==> src/include/qsim_params.svh <==
`ifndef QSIM_PARAMS_SVH
`define QSIM_PARAMS_SVH

// qubit range and header field
`define QSIM_MAX_QUBITS    4
`define QSIM_QUBIT_W       3

// amplitude format, signed fixed point per part
`define QSIM_DATA_W        32
`define QSIM_PART_W        16
`define QSIM_FRAC_BITS     13

// memory addressing and counters
`define QSIM_ADDR_W        16
`define QSIM_COUNT_W       16

// operand arrival to accumulator, and sram read
`define QSIM_MAC_LATENCY   3
`define QSIM_READ_LATENCY  1

`endif

==> src/hw/qsim_pkg.sv <==
`default_nettype none

`include "qsim_params.svh"

package qsim_pkg;

  // controller states
  typedef enum logic [2:0] {
    IDLE,
    LOAD_HEADER,
    SETUP,
    STREAM,
    DRAIN,
    NEXT_GATE
  } seq_state_e;

  typedef logic signed [`QSIM_PART_W-1:0] part_t;

  // real part in the upper half, imaginary in the lower half
  typedef logic [`QSIM_DATA_W-1:0] word_t;

  typedef logic [`QSIM_ADDR_W-1:0] addr_t;

endpackage

`default_nettype wire

==> src/hw/qsim_addr_gen.sv <==
`timescale 1ns/1ps
`default_nettype none

`include "qsim_params.svh"

module qsim_addr_gen
  import qsim_pkg::*;
(
  input  wire                     clk,
  input  wire                     reset_n,
  input  wire                     walk_start,
  input  wire [`QSIM_QUBIT_W-1:0] num_qubits,
  input  wire addr_t              gate_offset,
  input  wire                     src_is_scratch,
  input  wire                     header_read,
  output addr_t                   gate_addr,
  output addr_t                   state_read_addr,
  output logic                    op_valid,
  output logic                    row_first,
  output logic                    op_from_scratch,
  output addr_t                   write_addr,
  output logic                    input_we,
  output logic                    scratch_we,
  output logic                    output_we,
  output addr_t                   output_addr,
  output logic                    walk_done
);

  localparam int RD_LAT = `QSIM_READ_LATENCY;
  localparam int WR_LAT = `QSIM_READ_LATENCY + `QSIM_MAC_LATENCY;
  localparam int ROW_W  = `QSIM_MAX_QUBITS;
  localparam int CNT_W  = `QSIM_COUNT_W;

  logic [CNT_W-1:0] elem;
  logic [CNT_W-1:0] elem_last;
  logic             walking;
  logic [ROW_W-1:0] col_mask;
  logic [ROW_W-1:0] row;
  logic [ROW_W-1:0] col;
  logic             is_row_first;
  logic             is_row_last;
  logic             is_walk_last;

  // N*N elements, column is the low Q bits of the counter
  assign elem_last = (CNT_W'(1) << (2 * num_qubits)) - 1'b1;
  assign col_mask  = ROW_W'((1 << num_qubits) - 1);
  assign row       = ROW_W'(elem >> num_qubits);
  assign col       = ROW_W'(elem) & col_mask;

  assign is_row_first = walking && (col == '0);
  assign is_row_last  = walking && (col == col_mask);
  assign is_walk_last = walking && (elem == elem_last);

  // --------------------------------------------------
  // element walk
  // --------------------------------------------------
  always_ff @(posedge clk) begin
    if (!reset_n) begin
      walking <= 1'b0;
      elem    <= '0;
    end else if (walk_start) begin
      walking <= 1'b1;
      elem    <= '0;
    end else if (walking) begin
      if (elem == elem_last) begin
        walking <= 1'b0;
      end else begin
        elem <= elem + 1'b1;
      end
    end
  end

  assign gate_addr = gate_offset + addr_t'(elem);

  // input memory keeps the header at 0, so its vector starts at 1
  always_comb begin
    if (header_read) begin
      state_read_addr = '0;
    end else if (src_is_scratch) begin
      state_read_addr = addr_t'(col);
    end else begin
      state_read_addr = addr_t'(col) + 1'b1;
    end
  end

  // --------------------------------------------------
  // tags aligned with read data
  // --------------------------------------------------
  logic [RD_LAT-1:0] valid_pipe;
  logic [RD_LAT-1:0] first_pipe;
  logic [RD_LAT-1:0] scr_pipe;

  always_ff @(posedge clk) begin
    if (!reset_n) begin
      valid_pipe <= '0;
      first_pipe <= '0;
      scr_pipe   <= '0;
    end else begin
      valid_pipe[0] <= walking;
      first_pipe[0] <= is_row_first;
      scr_pipe[0]   <= src_is_scratch;
      for (int i = 1; i < RD_LAT; i++) begin
        valid_pipe[i] <= valid_pipe[i-1];
        first_pipe[i] <= first_pipe[i-1];
        scr_pipe[i]   <= scr_pipe[i-1];
      end
    end
  end

  assign op_valid        = valid_pipe[RD_LAT-1];
  assign row_first       = first_pipe[RD_LAT-1];
  assign op_from_scratch = scr_pipe[RD_LAT-1];

  // --------------------------------------------------
  // row tags through read and mac latency
  // --------------------------------------------------
  logic [WR_LAT-1:0] wr_pipe;
  logic [WR_LAT-1:0] end_pipe;
  logic [WR_LAT-1:0] dst_in_pipe;
  logic [ROW_W-1:0]  row_pipe [WR_LAT];

  always_ff @(posedge clk) begin
    if (!reset_n) begin
      wr_pipe     <= '0;
      end_pipe    <= '0;
      dst_in_pipe <= '0;
      walk_done   <= 1'b0;
    end else begin
      wr_pipe[0]     <= is_row_last;
      end_pipe[0]    <= is_walk_last;
      dst_in_pipe[0] <= src_is_scratch;
      for (int i = 1; i < WR_LAT; i++) begin
        wr_pipe[i]     <= wr_pipe[i-1];
        end_pipe[i]    <= end_pipe[i-1];
        dst_in_pipe[i] <= dst_in_pipe[i-1];
      end
      walk_done <= end_pipe[WR_LAT-1];
    end
  end

  always_ff @(posedge clk) begin
    row_pipe[0] <= row;
    for (int i = 1; i < WR_LAT; i++) begin
      row_pipe[i] <= row_pipe[i-1];
    end
  end

  // odd gates read the scratchpad and write back into the input memory
  assign output_we   = wr_pipe[WR_LAT-1];
  assign input_we    = wr_pipe[WR_LAT-1] && dst_in_pipe[WR_LAT-1];
  assign scratch_we  = wr_pipe[WR_LAT-1] && !dst_in_pipe[WR_LAT-1];
  assign output_addr = addr_t'(row_pipe[WR_LAT-1]);
  assign write_addr  = dst_in_pipe[WR_LAT-1] ? output_addr + 1'b1 : output_addr;

endmodule

`default_nettype wire

==> src/hw/qsim_cmac.sv <==
`timescale 1ns/1ps
`default_nettype none

`include "qsim_params.svh"

module qsim_cmac
  import qsim_pkg::*;
(
  input  wire        clk,
  input  wire        reset_n,
  input  wire        op_valid,
  input  wire        row_first,
  input  wire        op_from_scratch,
  input  wire word_t input_data,
  input  wire word_t scratch_data,
  input  wire word_t gate_data,
  output word_t      acc
);

  localparam int FRAC = `QSIM_FRAC_BITS;
  localparam int PW   = `QSIM_PART_W;

  // full product, then drop the fraction and wrap to one part
  function automatic part_t scaled_mul(input part_t a, input part_t b);
    logic signed [2*PW-1:0] full;
    full = a * b;
    return part_t'(full >>> FRAC);
  endfunction

  word_t state_op;
  part_t v_re;
  part_t v_im;
  part_t g_re;
  part_t g_im;

  assign state_op = op_from_scratch ? scratch_data : input_data;
  assign v_re     = state_op[`QSIM_DATA_W-1 -: PW];
  assign v_im     = state_op[PW-1:0];
  assign g_re     = gate_data[`QSIM_DATA_W-1 -: PW];
  assign g_im     = gate_data[PW-1:0];

  // --------------------------------------------------
  // stage 1, part products
  // --------------------------------------------------
  logic  s1_valid;
  logic  s1_first;
  part_t p_rr;
  part_t p_ii;
  part_t p_ri;
  part_t p_ir;

  always_ff @(posedge clk) begin
    if (!reset_n) begin
      s1_valid <= 1'b0;
      s1_first <= 1'b0;
    end else begin
      s1_valid <= op_valid;
      s1_first <= row_first;
    end
  end

  always_ff @(posedge clk) begin
    p_rr <= scaled_mul(g_re, v_re);
    p_ii <= scaled_mul(g_im, v_im);
    p_ri <= scaled_mul(g_re, v_im);
    p_ir <= scaled_mul(g_im, v_re);
  end

  // --------------------------------------------------
  // stage 2, complex product
  // --------------------------------------------------
  logic  s2_valid;
  logic  s2_first;
  part_t prod_re;
  part_t prod_im;

  always_ff @(posedge clk) begin
    if (!reset_n) begin
      s2_valid <= 1'b0;
      s2_first <= 1'b0;
    end else begin
      s2_valid <= s1_valid;
      s2_first <= s1_first;
    end
  end

  always_ff @(posedge clk) begin
    prod_re <= p_rr - p_ii;
    prod_im <= p_ri + p_ir;
  end

  // stage 3, accumulate; first column of a row loads instead
  part_t acc_re;
  part_t acc_im;

  always_ff @(posedge clk) begin
    if (s2_valid) begin
      if (s2_first) begin
        acc_re <= prod_re;
        acc_im <= prod_im;
      end else begin
        acc_re <= acc_re + prod_re;
        acc_im <= acc_im + prod_im;
      end
    end
  end

  assign acc = {acc_re, acc_im};

endmodule

`default_nettype wire

==> src/hw/qsim_job_config.sv <==
`timescale 1ns/1ps
`default_nettype none

`include "qsim_params.svh"

module qsim_job_config
  import qsim_pkg::*;
(
  input  wire                      clk,
  input  wire                      reset_n,
  input  wire                      capture_header,
  input  wire                      job_clear,
  input  wire                      gate_step,
  input  wire word_t               header_word,
  output logic [`QSIM_QUBIT_W-1:0] num_qubits,
  output logic                     gates_left_is_one,
  output addr_t                    gate_offset,
  output logic                     src_is_scratch
);

  logic [`QSIM_COUNT_W-1:0] gates_left;
  addr_t                    gate_span;

  // one gate matrix is N*N words
  assign gate_span = addr_t'(1) << (2 * num_qubits);

  // --------------------------------------------------
  // header fields and gate countdown
  // --------------------------------------------------
  always_ff @(posedge clk) begin
    if (!reset_n) begin
      num_qubits <= '0;
      gates_left <= '0;
    end else if (capture_header) begin
      num_qubits <= header_word[`QSIM_DATA_W/2 +: `QSIM_QUBIT_W];
      gates_left <= header_word[`QSIM_COUNT_W-1:0];
    end else if (gate_step) begin
      gates_left <= gates_left - 1'b1;
    end
  end

  assign gates_left_is_one = (gates_left == `QSIM_COUNT_W'(1));

  // gate base address and ping-pong select
  always_ff @(posedge clk) begin
    if (!reset_n || job_clear) begin
      gate_offset    <= '0;
      src_is_scratch <= 1'b0;
    end else if (gate_step) begin
      gate_offset    <= gate_offset + gate_span;
      src_is_scratch <= !src_is_scratch;
    end
  end

endmodule

`default_nettype wire

==> src/hw/qsim_seq.sv <==
`timescale 1ns/1ps
`default_nettype none

module qsim_seq
  import qsim_pkg::*;
(
  input  wire  clk,
  input  wire  reset_n,
  input  wire  dut_valid,
  input  wire  gates_left_is_one,
  input  wire  walk_done,
  output logic dut_ready,
  output logic capture_header,
  output logic job_clear,
  output logic gate_step,
  output logic walk_start,
  output logic header_read
);

  seq_state_e state;
  seq_state_e state_next;

  always_ff @(posedge clk) begin
    if (!reset_n) begin
      state <= IDLE;
    end else begin
      state <= state_next;
    end
  end

  // --------------------------------------------------
  // next state and control strobes
  // --------------------------------------------------
  always_comb begin
    state_next     = state;
    dut_ready      = 1'b0;
    capture_header = 1'b0;
    job_clear      = 1'b0;
    gate_step      = 1'b0;
    walk_start     = 1'b0;
    header_read    = 1'b0;
    case (state)
      IDLE: begin
        dut_ready = 1'b1;
        if (dut_valid) begin
          state_next = LOAD_HEADER;
        end
      end
      LOAD_HEADER: begin
        // address 0 goes out now, word comes back next cycle
        header_read = 1'b1;
        job_clear   = 1'b1;
        state_next  = SETUP;
      end
      SETUP: begin
        capture_header = 1'b1;
        state_next     = STREAM;
      end
      STREAM: begin
        walk_start = 1'b1;
        state_next = DRAIN;
      end
      DRAIN: begin
        // wait for the last row write of this gate
        if (walk_done) begin
          state_next = NEXT_GATE;
        end
      end
      NEXT_GATE: begin
        if (gates_left_is_one) begin
          state_next = IDLE;
        end else begin
          gate_step  = 1'b1;
          state_next = STREAM;
        end
      end
      default: state_next = IDLE;
    endcase
  end

endmodule

`default_nettype wire

==> src/hw/qsim_top.sv <==
`timescale 1ns/1ps
`default_nettype none

`include "qsim_params.svh"

module qsim_top
  import qsim_pkg::*;
(
  input  wire        clk,
  input  wire        reset_n,
  input  wire        dut_valid,
  output wire        dut_ready,

  // input state memory, header at address 0
  output wire        q_state_input_sram_write_enable,
  output wire addr_t q_state_input_sram_write_address,
  output wire word_t q_state_input_sram_write_data,
  output wire addr_t q_state_input_sram_read_address,
  input  wire word_t q_state_input_sram_read_data,

  // output state memory, write only
  output wire        q_state_output_sram_write_enable,
  output wire addr_t q_state_output_sram_write_address,
  output wire word_t q_state_output_sram_write_data,
  input  wire word_t q_state_output_sram_read_data,

  output wire        scratchpad_sram_write_enable,
  output wire addr_t scratchpad_sram_write_address,
  output wire word_t scratchpad_sram_write_data,
  output wire addr_t scratchpad_sram_read_address,
  input  wire word_t scratchpad_sram_read_data,

  output wire addr_t q_gates_sram_read_address,
  input  wire word_t q_gates_sram_read_data
);

  logic                     capture_header;
  logic                     job_clear;
  logic                     gate_step;
  logic                     walk_start;
  logic                     walk_done;
  logic                     header_read;
  logic [`QSIM_QUBIT_W-1:0] num_qubits;
  logic                     gates_left_is_one;
  addr_t                    gate_offset;
  logic                     src_is_scratch;
  addr_t                    state_read_addr;
  addr_t                    write_addr;
  addr_t                    output_addr;
  logic                     op_valid;
  logic                     row_first;
  logic                     op_from_scratch;
  word_t                    acc;

  qsim_seq qsim_seq_i (
    .clk              (clk),
    .reset_n          (reset_n),
    .dut_valid        (dut_valid),
    .gates_left_is_one(gates_left_is_one),
    .walk_done        (walk_done),
    .dut_ready        (dut_ready),
    .capture_header   (capture_header),
    .job_clear        (job_clear),
    .gate_step        (gate_step),
    .walk_start       (walk_start),
    .header_read      (header_read)
  );

  qsim_job_config qsim_job_config_i (
    .clk              (clk),
    .reset_n          (reset_n),
    .capture_header   (capture_header),
    .job_clear        (job_clear),
    .gate_step        (gate_step),
    .header_word      (q_state_input_sram_read_data),
    .num_qubits       (num_qubits),
    .gates_left_is_one(gates_left_is_one),
    .gate_offset      (gate_offset),
    .src_is_scratch   (src_is_scratch)
  );

  qsim_addr_gen qsim_addr_gen_i (
    .clk            (clk),
    .reset_n        (reset_n),
    .walk_start     (walk_start),
    .num_qubits     (num_qubits),
    .gate_offset    (gate_offset),
    .src_is_scratch (src_is_scratch),
    .header_read    (header_read),
    .gate_addr      (q_gates_sram_read_address),
    .state_read_addr(state_read_addr),
    .op_valid       (op_valid),
    .row_first      (row_first),
    .op_from_scratch(op_from_scratch),
    .write_addr     (write_addr),
    .input_we       (q_state_input_sram_write_enable),
    .scratch_we     (scratchpad_sram_write_enable),
    .output_we      (q_state_output_sram_write_enable),
    .output_addr    (output_addr),
    .walk_done      (walk_done)
  );

  qsim_cmac qsim_cmac_i (
    .clk            (clk),
    .reset_n        (reset_n),
    .op_valid       (op_valid),
    .row_first      (row_first),
    .op_from_scratch(op_from_scratch),
    .input_data     (q_state_input_sram_read_data),
    .scratch_data   (scratchpad_sram_read_data),
    .gate_data      (q_gates_sram_read_data),
    .acc            (acc)
  );

  // both state memories share one read address, the cmac picks the source
  assign q_state_input_sram_read_address   = state_read_addr;
  assign scratchpad_sram_read_address      = state_read_addr;

  assign q_state_input_sram_write_address  = write_addr;
  assign scratchpad_sram_write_address     = write_addr;
  assign q_state_output_sram_write_address = output_addr;

  // every row sum goes to all three write ports, enables decide
  assign q_state_input_sram_write_data     = acc;
  assign scratchpad_sram_write_data        = acc;
  assign q_state_output_sram_write_data    = acc;

endmodule

`default_nettype wire

==> config.mk <==
export PLATFORM = sky130hd
export DESIGN_NAME = qsim_top
export DESIGN_NICKNAME = d
export VERILOG_FILES = /design/src/hw/qsim_pkg.sv /design/src/hw/qsim_addr_gen.sv /design/src/hw/qsim_cmac.sv /design/src/hw/qsim_job_config.sv /design/src/hw/qsim_seq.sv /design/src/hw/qsim_top.sv
export VERILOG_INCLUDE_DIRS = /design/src /design/src/include
export SDC_FILE = /design/constraint.sdc
export NUM_CORES = 2
export LEC_CHECK = 0
export BUFFER_PORTS_ARGS = -buffer_cell sky130_fd_sc_hd__buf_4
export CAP_MARGIN = 25
export CORE_ASPECT_RATIO = 0.5
export CORE_MARGIN = 8
export CORE_UTILIZATION = 64
export DETAILED_ROUTE_END_ITERATION = 10
export GPL_TIMING_DRIVEN = 0
export PLACE_DENSITY = 0.84
export SYNTH_ARGS = -nofsm -noshare
export SYNTH_HDL_FRONTEND = slang
export SYNTH_SLANG_ARGS = --single-unit
==> constraint.sdc <==
create_clock -name clk -period 9.4 [get_ports clk]
set_clock_uncertainty 0.15 [all_clocks]
set_input_delay 1.41 -clock clk [delete_from_list [all_inputs] [get_ports clk]]
set_output_delay 1.41 -clock clk [all_outputs]
set_load 0.02 [all_outputs]
Word-level counts from Yosys, hierarchy flattened
Memories as Yosys holds them, arrays and structs flattened.
Cells that the tools add are included.

storage, ports and cells
  register bits after elaboration = 204
  bits in latches = 0
  memory bits (writable) = 16
  bits in read-only memories = 0
  input bits = 131
  memories = 1

memory list
  memory                    depth  width  read ports  clocked after Yosys merged registers in  write ports  line                  text
  qsim_addr_gen_i.row_pipe  4      4      4           0                                        4            qsim_addr_gen.sv:120  logic [ROW_W-1:0] row_pipe [WR_LAT];

operators by class
  add/subtract/negate cells = 12
  $mul = 4
  div/mod/pow operators = 0
  $lt $le $gt $ge = 0
  equal/unequal tests = 10
  shift operators = 3
  multiplexer cells = 21
  bitwise logic cells = 3
  reductions and logical operators = 15

operator list
  cell                   count
  $mul 16x16->29         4
  $mux 16                7
  $add 16x16->16         5
  $mux 32                1
  $sub 16x1->16 const B  2
  $pmux 3 s6             1
  $add 16x1->16 const B  1
  $eq 16x1->1 const B    1
  $eq 16x16->1           1
  $shl 1x4->16 const A   1
  $shr 16x3->4           1
  $sub 16x16->16         1
  $add 4x1->5 const B    2
  $mux 1                 9
  $eq 3x2->1 const B     2
  $eq 3x3->1 const B     2
  $mux 3                 2
  $logic_and 1x1->1      5
  $and 4x4->4            1
  $eq 4x4->1             1
  $logic_not 4->1        1
  $reduce_and 2->1       2
  $shl 1x3->4 const A    1
  $sub 4x2->4 const B    1
  10 further kinds       13

Longest topological paths before layout
  word-level depth = 6
  mapped depth = 28
  depth with buffers taken out = 24

Cells and area by module
Synthesis repeated with hierarchy kept, for this count alone.

second synthesis, totals
  cell total of the unflattened synthesis = 5306
  area total of the unflattened synthesis = 48049.8 um^2

modules (own cells, without submodules)
  module           times used  cells an instance  area an instance (um^2)  sequential area each (um^2)
  qsim_cmac        1           4551               41708.8                  2962.8
  qsim_addr_gen    1           385                3281.9                   960.9
  qsim_job_config  1           252                2127.0                   720.7
  qsim_top         1           96                 720.7                    0.0
  qsim_seq         1           22                 211.5                    60.1

Least setup slack after synthesis
Ideal clock, no wire load.

  path kind = in2reg
  start = input port scratchpad_sram_read_data[17]
  end = register qsim_cmac_i.p_rr[14]
  setup time = 0.072 ns
  arrival time = 7.322 ns
  data required time = 9.178 ns
  path slack = 1.856 ns
  stages = 24
  path buffers = 1
  cells stage by stage = mux2_2 -> clkbuf_1 -> nand2_1 -> inv_1 -> fa_1 -> inv_1 -> fa_1 -> inv_1 -> fa_1 -> fa_1 -> fa_1 -> inv_1 -> fa_1 -> inv_1 -> ha_1 -> and3_1 -> a221o_1 -> a21oi_1 -> nor3b_1 -> o311a_1 -> nor3_2 -> a211o_1 -> a21oi_1 -> xnor2_1

on the way
  longest elaborated chain between the ends = 2

ends and longest elaborated chain
  element               line             text
  start, declared       qsim_top.sv:31   input wire word_t scratchpad_sram_read_data,
  $mux 32               qsim_cmac.sv:36  assign state_op = op_from_scratch ? scratch_data : input_data;
  $mul 16x16->29        qsim_cmac.sv:26  full = a * b;
  end signal, assigned  qsim_cmac.sv:63  p_rr <= scaled_mul(g_re, v_re);
  end, declared         qsim_cmac.sv:47  part_t p_rr;

No other way between the ends.
A chain may end at the register's enable or synchronous reset.

Worst setup path in the final report
  start = input port scratchpad_sram_read_data[15]
  end = register qsim_cmac_i.p_ii[15]

on the way
  longest elaborated chain between the ends = 2

ends and longest elaborated chain
  element               line             text
  $mux 32               qsim_cmac.sv:36
  $mul 16x16->29        qsim_cmac.sv:26
  end signal, assigned  qsim_cmac.sv:64  p_ii <= scaled_mul(g_im, v_im);
  end, declared         qsim_cmac.sv:48  part_t p_ii;

No other way between the ends.

==> flow_summary_export.csv <==
group,metric,value,unit
global_route,grt_max_degree,33,
timing,finalCritPeriodShare,100,%
timing,clock.fmax,106,MHz
clock_tree,cts_setup_buffers,0,
clock_tree,clock-root-buffer,"clkbuf_16",
timing,max-slew-margin-rel,16.2,%
yosys,netlist_area,0.0476,mm2
placed_design,portBuffers,235,
routing,ant_nets,0,
routing,drtIter0Drc,3958,
global_route,grt_pass1_wl,239,mm
global_route,grt-ovfl-total,0,
clock_tree,clk_pin_slew_worst_paths,70,ps
yosys,synthCells,5269,
yosys,ys_seq_area_share,9.89,%
die,pin_count,327,
yosys,ys.flop_type,"dfxtp_1",
flow_run,maxCapViolCount,0,
finish,nNetsFinal,7087,
routing,drc,0,
timing,setup_violations,0,
timing,period_minus_slack,9400,ps
placed_design,dp_hpwl,131,mm
clock_tree,clock-sinks,219,
timing,timing.hold.ws,176,ps
finish,design_area,0.0520,mm2
timing,rsz0062_at_grt,"no",
global_route,antenna_found_initial,30,
global_route,grt_pass1_vias,40400,
timing,hold_violations,0,
yosys,syn-mean-instance-area,9.03,um2
yosys,synth_warnings,0,
timing,fin_ws,2.06,ps
yosys,synth_edf_count,32,
routing,drtPass1Iterations,6,
finish,layout-drive-gt1-share,9.37,%
finish,fin_cells,6624,
die,die_w,402,um
die,start_util,64.9,%
setup_path,crit_path_end_kind,"register",
routing,via_count,38200,
clock_tree,cts_buffers,25,
min_path,hold_path_class,"reg -> reg",
placed_design,place_inst,6547,
die,dieArea,0.0839,mm2
setup_path,worstPathMaxFanout,11,
timing,worstMarginPinSlew,1260,ps
die,rows,70,
die,design.core.area,0.0733,mm2
setup_path,worst_setup_path_start_kind,"input pin",
routing,vias_per_cell,5.77,
die,fp.dieH,209,um
setup_path,cp.required,9580,ps
placed_design,preCtsSetupSlack,-281,ps
placed_design,place_area,0.0510,mm2
finish,area_delta_synth_final,9.19,%
yosys,ys_ff_latch,219,
placed_design,place_congestion,1.04,
setup_path,critPathKind,"in -> reg",
clock_tree,insertion_delay,530,ps
yosys,synthArstFlopShare,0,%
routing,wire_per_inst,23.9,um
clock_tree,clockBufferDepth,3,
yosys,yosysUniqueCellTypes,87,
global_route,track_usage,37.5,%
setup_path,cp.arrival,9580,ps
routing,drt_wl_total,158,mm
timing,finalMaxSlewViolations,0,
clock_tree,cts_tree,"built",
clock_tree,h-tree-depth,1,
run_status,outcome,"completed",
clock_tree,cts_hold_buf,0,
final cells by class:
cell class,instances,area (um2)
tap,972,1220
clock inverter,13,141
timing repair buffer,257,2020
fill,5704,21400
clock buffer,32,703
buffer,357,1850
sequential,219,4710
inverter,1163,4370
multi-input combinational,3584,36900
antenna,27,67.6
routing by layer:
layer / track usage [%] / wire length (um) / vias to the layer above
met1: 48.2 / 58300 / 18900
met2: 56.5 / 66400 / 2487
met5: 0 / 196 / -
met4: 14.5 / 7280 / 20
li1: - / - / 16300
met3: 16.0 / 26000 / 507
flip-flops by register name, summed over array words and instances, names as in the netlist, 3 cells and up:
register	count
qsim_cmac_i.acc_im	16
qsim_cmac_i.p_rr	16
qsim_cmac_i.p_ir	16
qsim_cmac_i.p_ii	16
qsim_cmac_i.prod_im	16
qsim_addr_gen_i.row_pipe	16
qsim_job_config_i.gate_offset	16
qsim_addr_gen_i.elem	16
qsim_addr_gen_i.wr_pipe	4
qsim_cmac_i.acc_re	16
qsim_cmac_i.p_ri	16
qsim_cmac_i.prod_re	16
qsim_addr_gen_i.dst_in_pipe	4
qsim_job_config_i.num_qubits	3
qsim_addr_gen_i.end_pipe	4
qsim_seq_i.state	3
qsim_job_config_i.gates_left	16
cell families after synthesis:
kind of cell             count (synthesis)  share of synthesized area, %
buffers and inverters                 1521                          13.1
AND/OR/NAND/NOR                       1534                          15.9
adder cells (fa/ha/maj)               1349                          50.6
flip-flops                             219                          9.89
other                                    1                       0.00788
AO/OA/AOI/OAI                          384                          5.45
XOR/XNOR                               210                          3.87
multiplexers                            51                          1.28
cells in the final DEF, fill, tap and decap left out, types with 69 or more instances in the layout:
cell	instances
clkbuf_1	218
xor2_1	69
inv_1	1163
nand2_1	613
ha_1	392
nor2b_1	70
a21oi_1	92
and2_1	445
nor2_1	184
o21ai_0	85
xnor2_1	141
buf_4	371
fa_1	957
dfxtp_1	186
critical path, stage by stage:
cell and delay, ps:
buf_4 110, mux2i_1 820, clkbuf_1 620, clkbuf_1 780, nor2_1 130, fa_1 460
fa_1 560, fa_1 450, fa_1 490, fa_1 500, inv_1 50, fa_1 470
inv_1 40, ha_1 330, a21oi_1 170, nor2b_1 60, o21ai_0 150, nand2b_1 70
a211o_1 310, o211a_1 330, o41ai_4 320, nor2_1 90, a211oi_1 830
final timing paths:
kind,from,to,slack (ps),depth (start not counted)
worst min-delay path,qsim_addr_gen_i.row_pipe[0][3]$_DFF_P_,qsim_addr_gen_i.row_pipe[1][3]$_DFF_P_,180,0
worst max register to register,qsim_addr_gen_i.dst_in_pipe[0]$_SDFF_PN0_,qsim_cmac_i.p_ii[15]$_DFF_P_,140,24
worst max-delay path,scratchpad_sram_read_data[15],qsim_cmac_i.p_ii[15]$_DFF_P_,2,23
worst min register to register,qsim_addr_gen_i.row_pipe[0][3]$_DFF_P_,qsim_addr_gen_i.row_pipe[1][3]$_DFF_P_,180,0
metrics by stage:
step | utilization [%] | setup TNS [ps]
detailed placement | 69.5 | -1490
CTS | 70.7 | 0
global placement | 69.3 | -1280
floorplan | - | 0
finish | 70.9 | 0
global route | 70.8 | 0
cells in the mapped netlist (all sizes together), types with 45 or more instances:
library cell | instances | share of area (%)
nor2 | 184 | 1.5
o21ai | 95 | 1.0
nand2 | 613 | 4.8
inv | 1163 | 9.2
and2 | 445 | 5.9
fa | 957 | 40
nor2b | 70 | 0.92
xor2 | 69 | 1.3
xnor2 | 141 | 2.6
ha | 392 | 10
buf | 140 | 2.2
nor3 | 45 | 0.48
dfxtp | 187 | 7.9
a21oi | 92 | 0.97
clkbuf | 218 | 1.7
repair_timing:
item | CTS | global route
gates resized for setup | 0 | 5
setup endpoints to repair | 7 | 3
endpoints found under the hold margin | 0 | 0
Power is not shown: default switching activity piles up to over one toggle a cycle in this logic, so the estimate is an artifact.
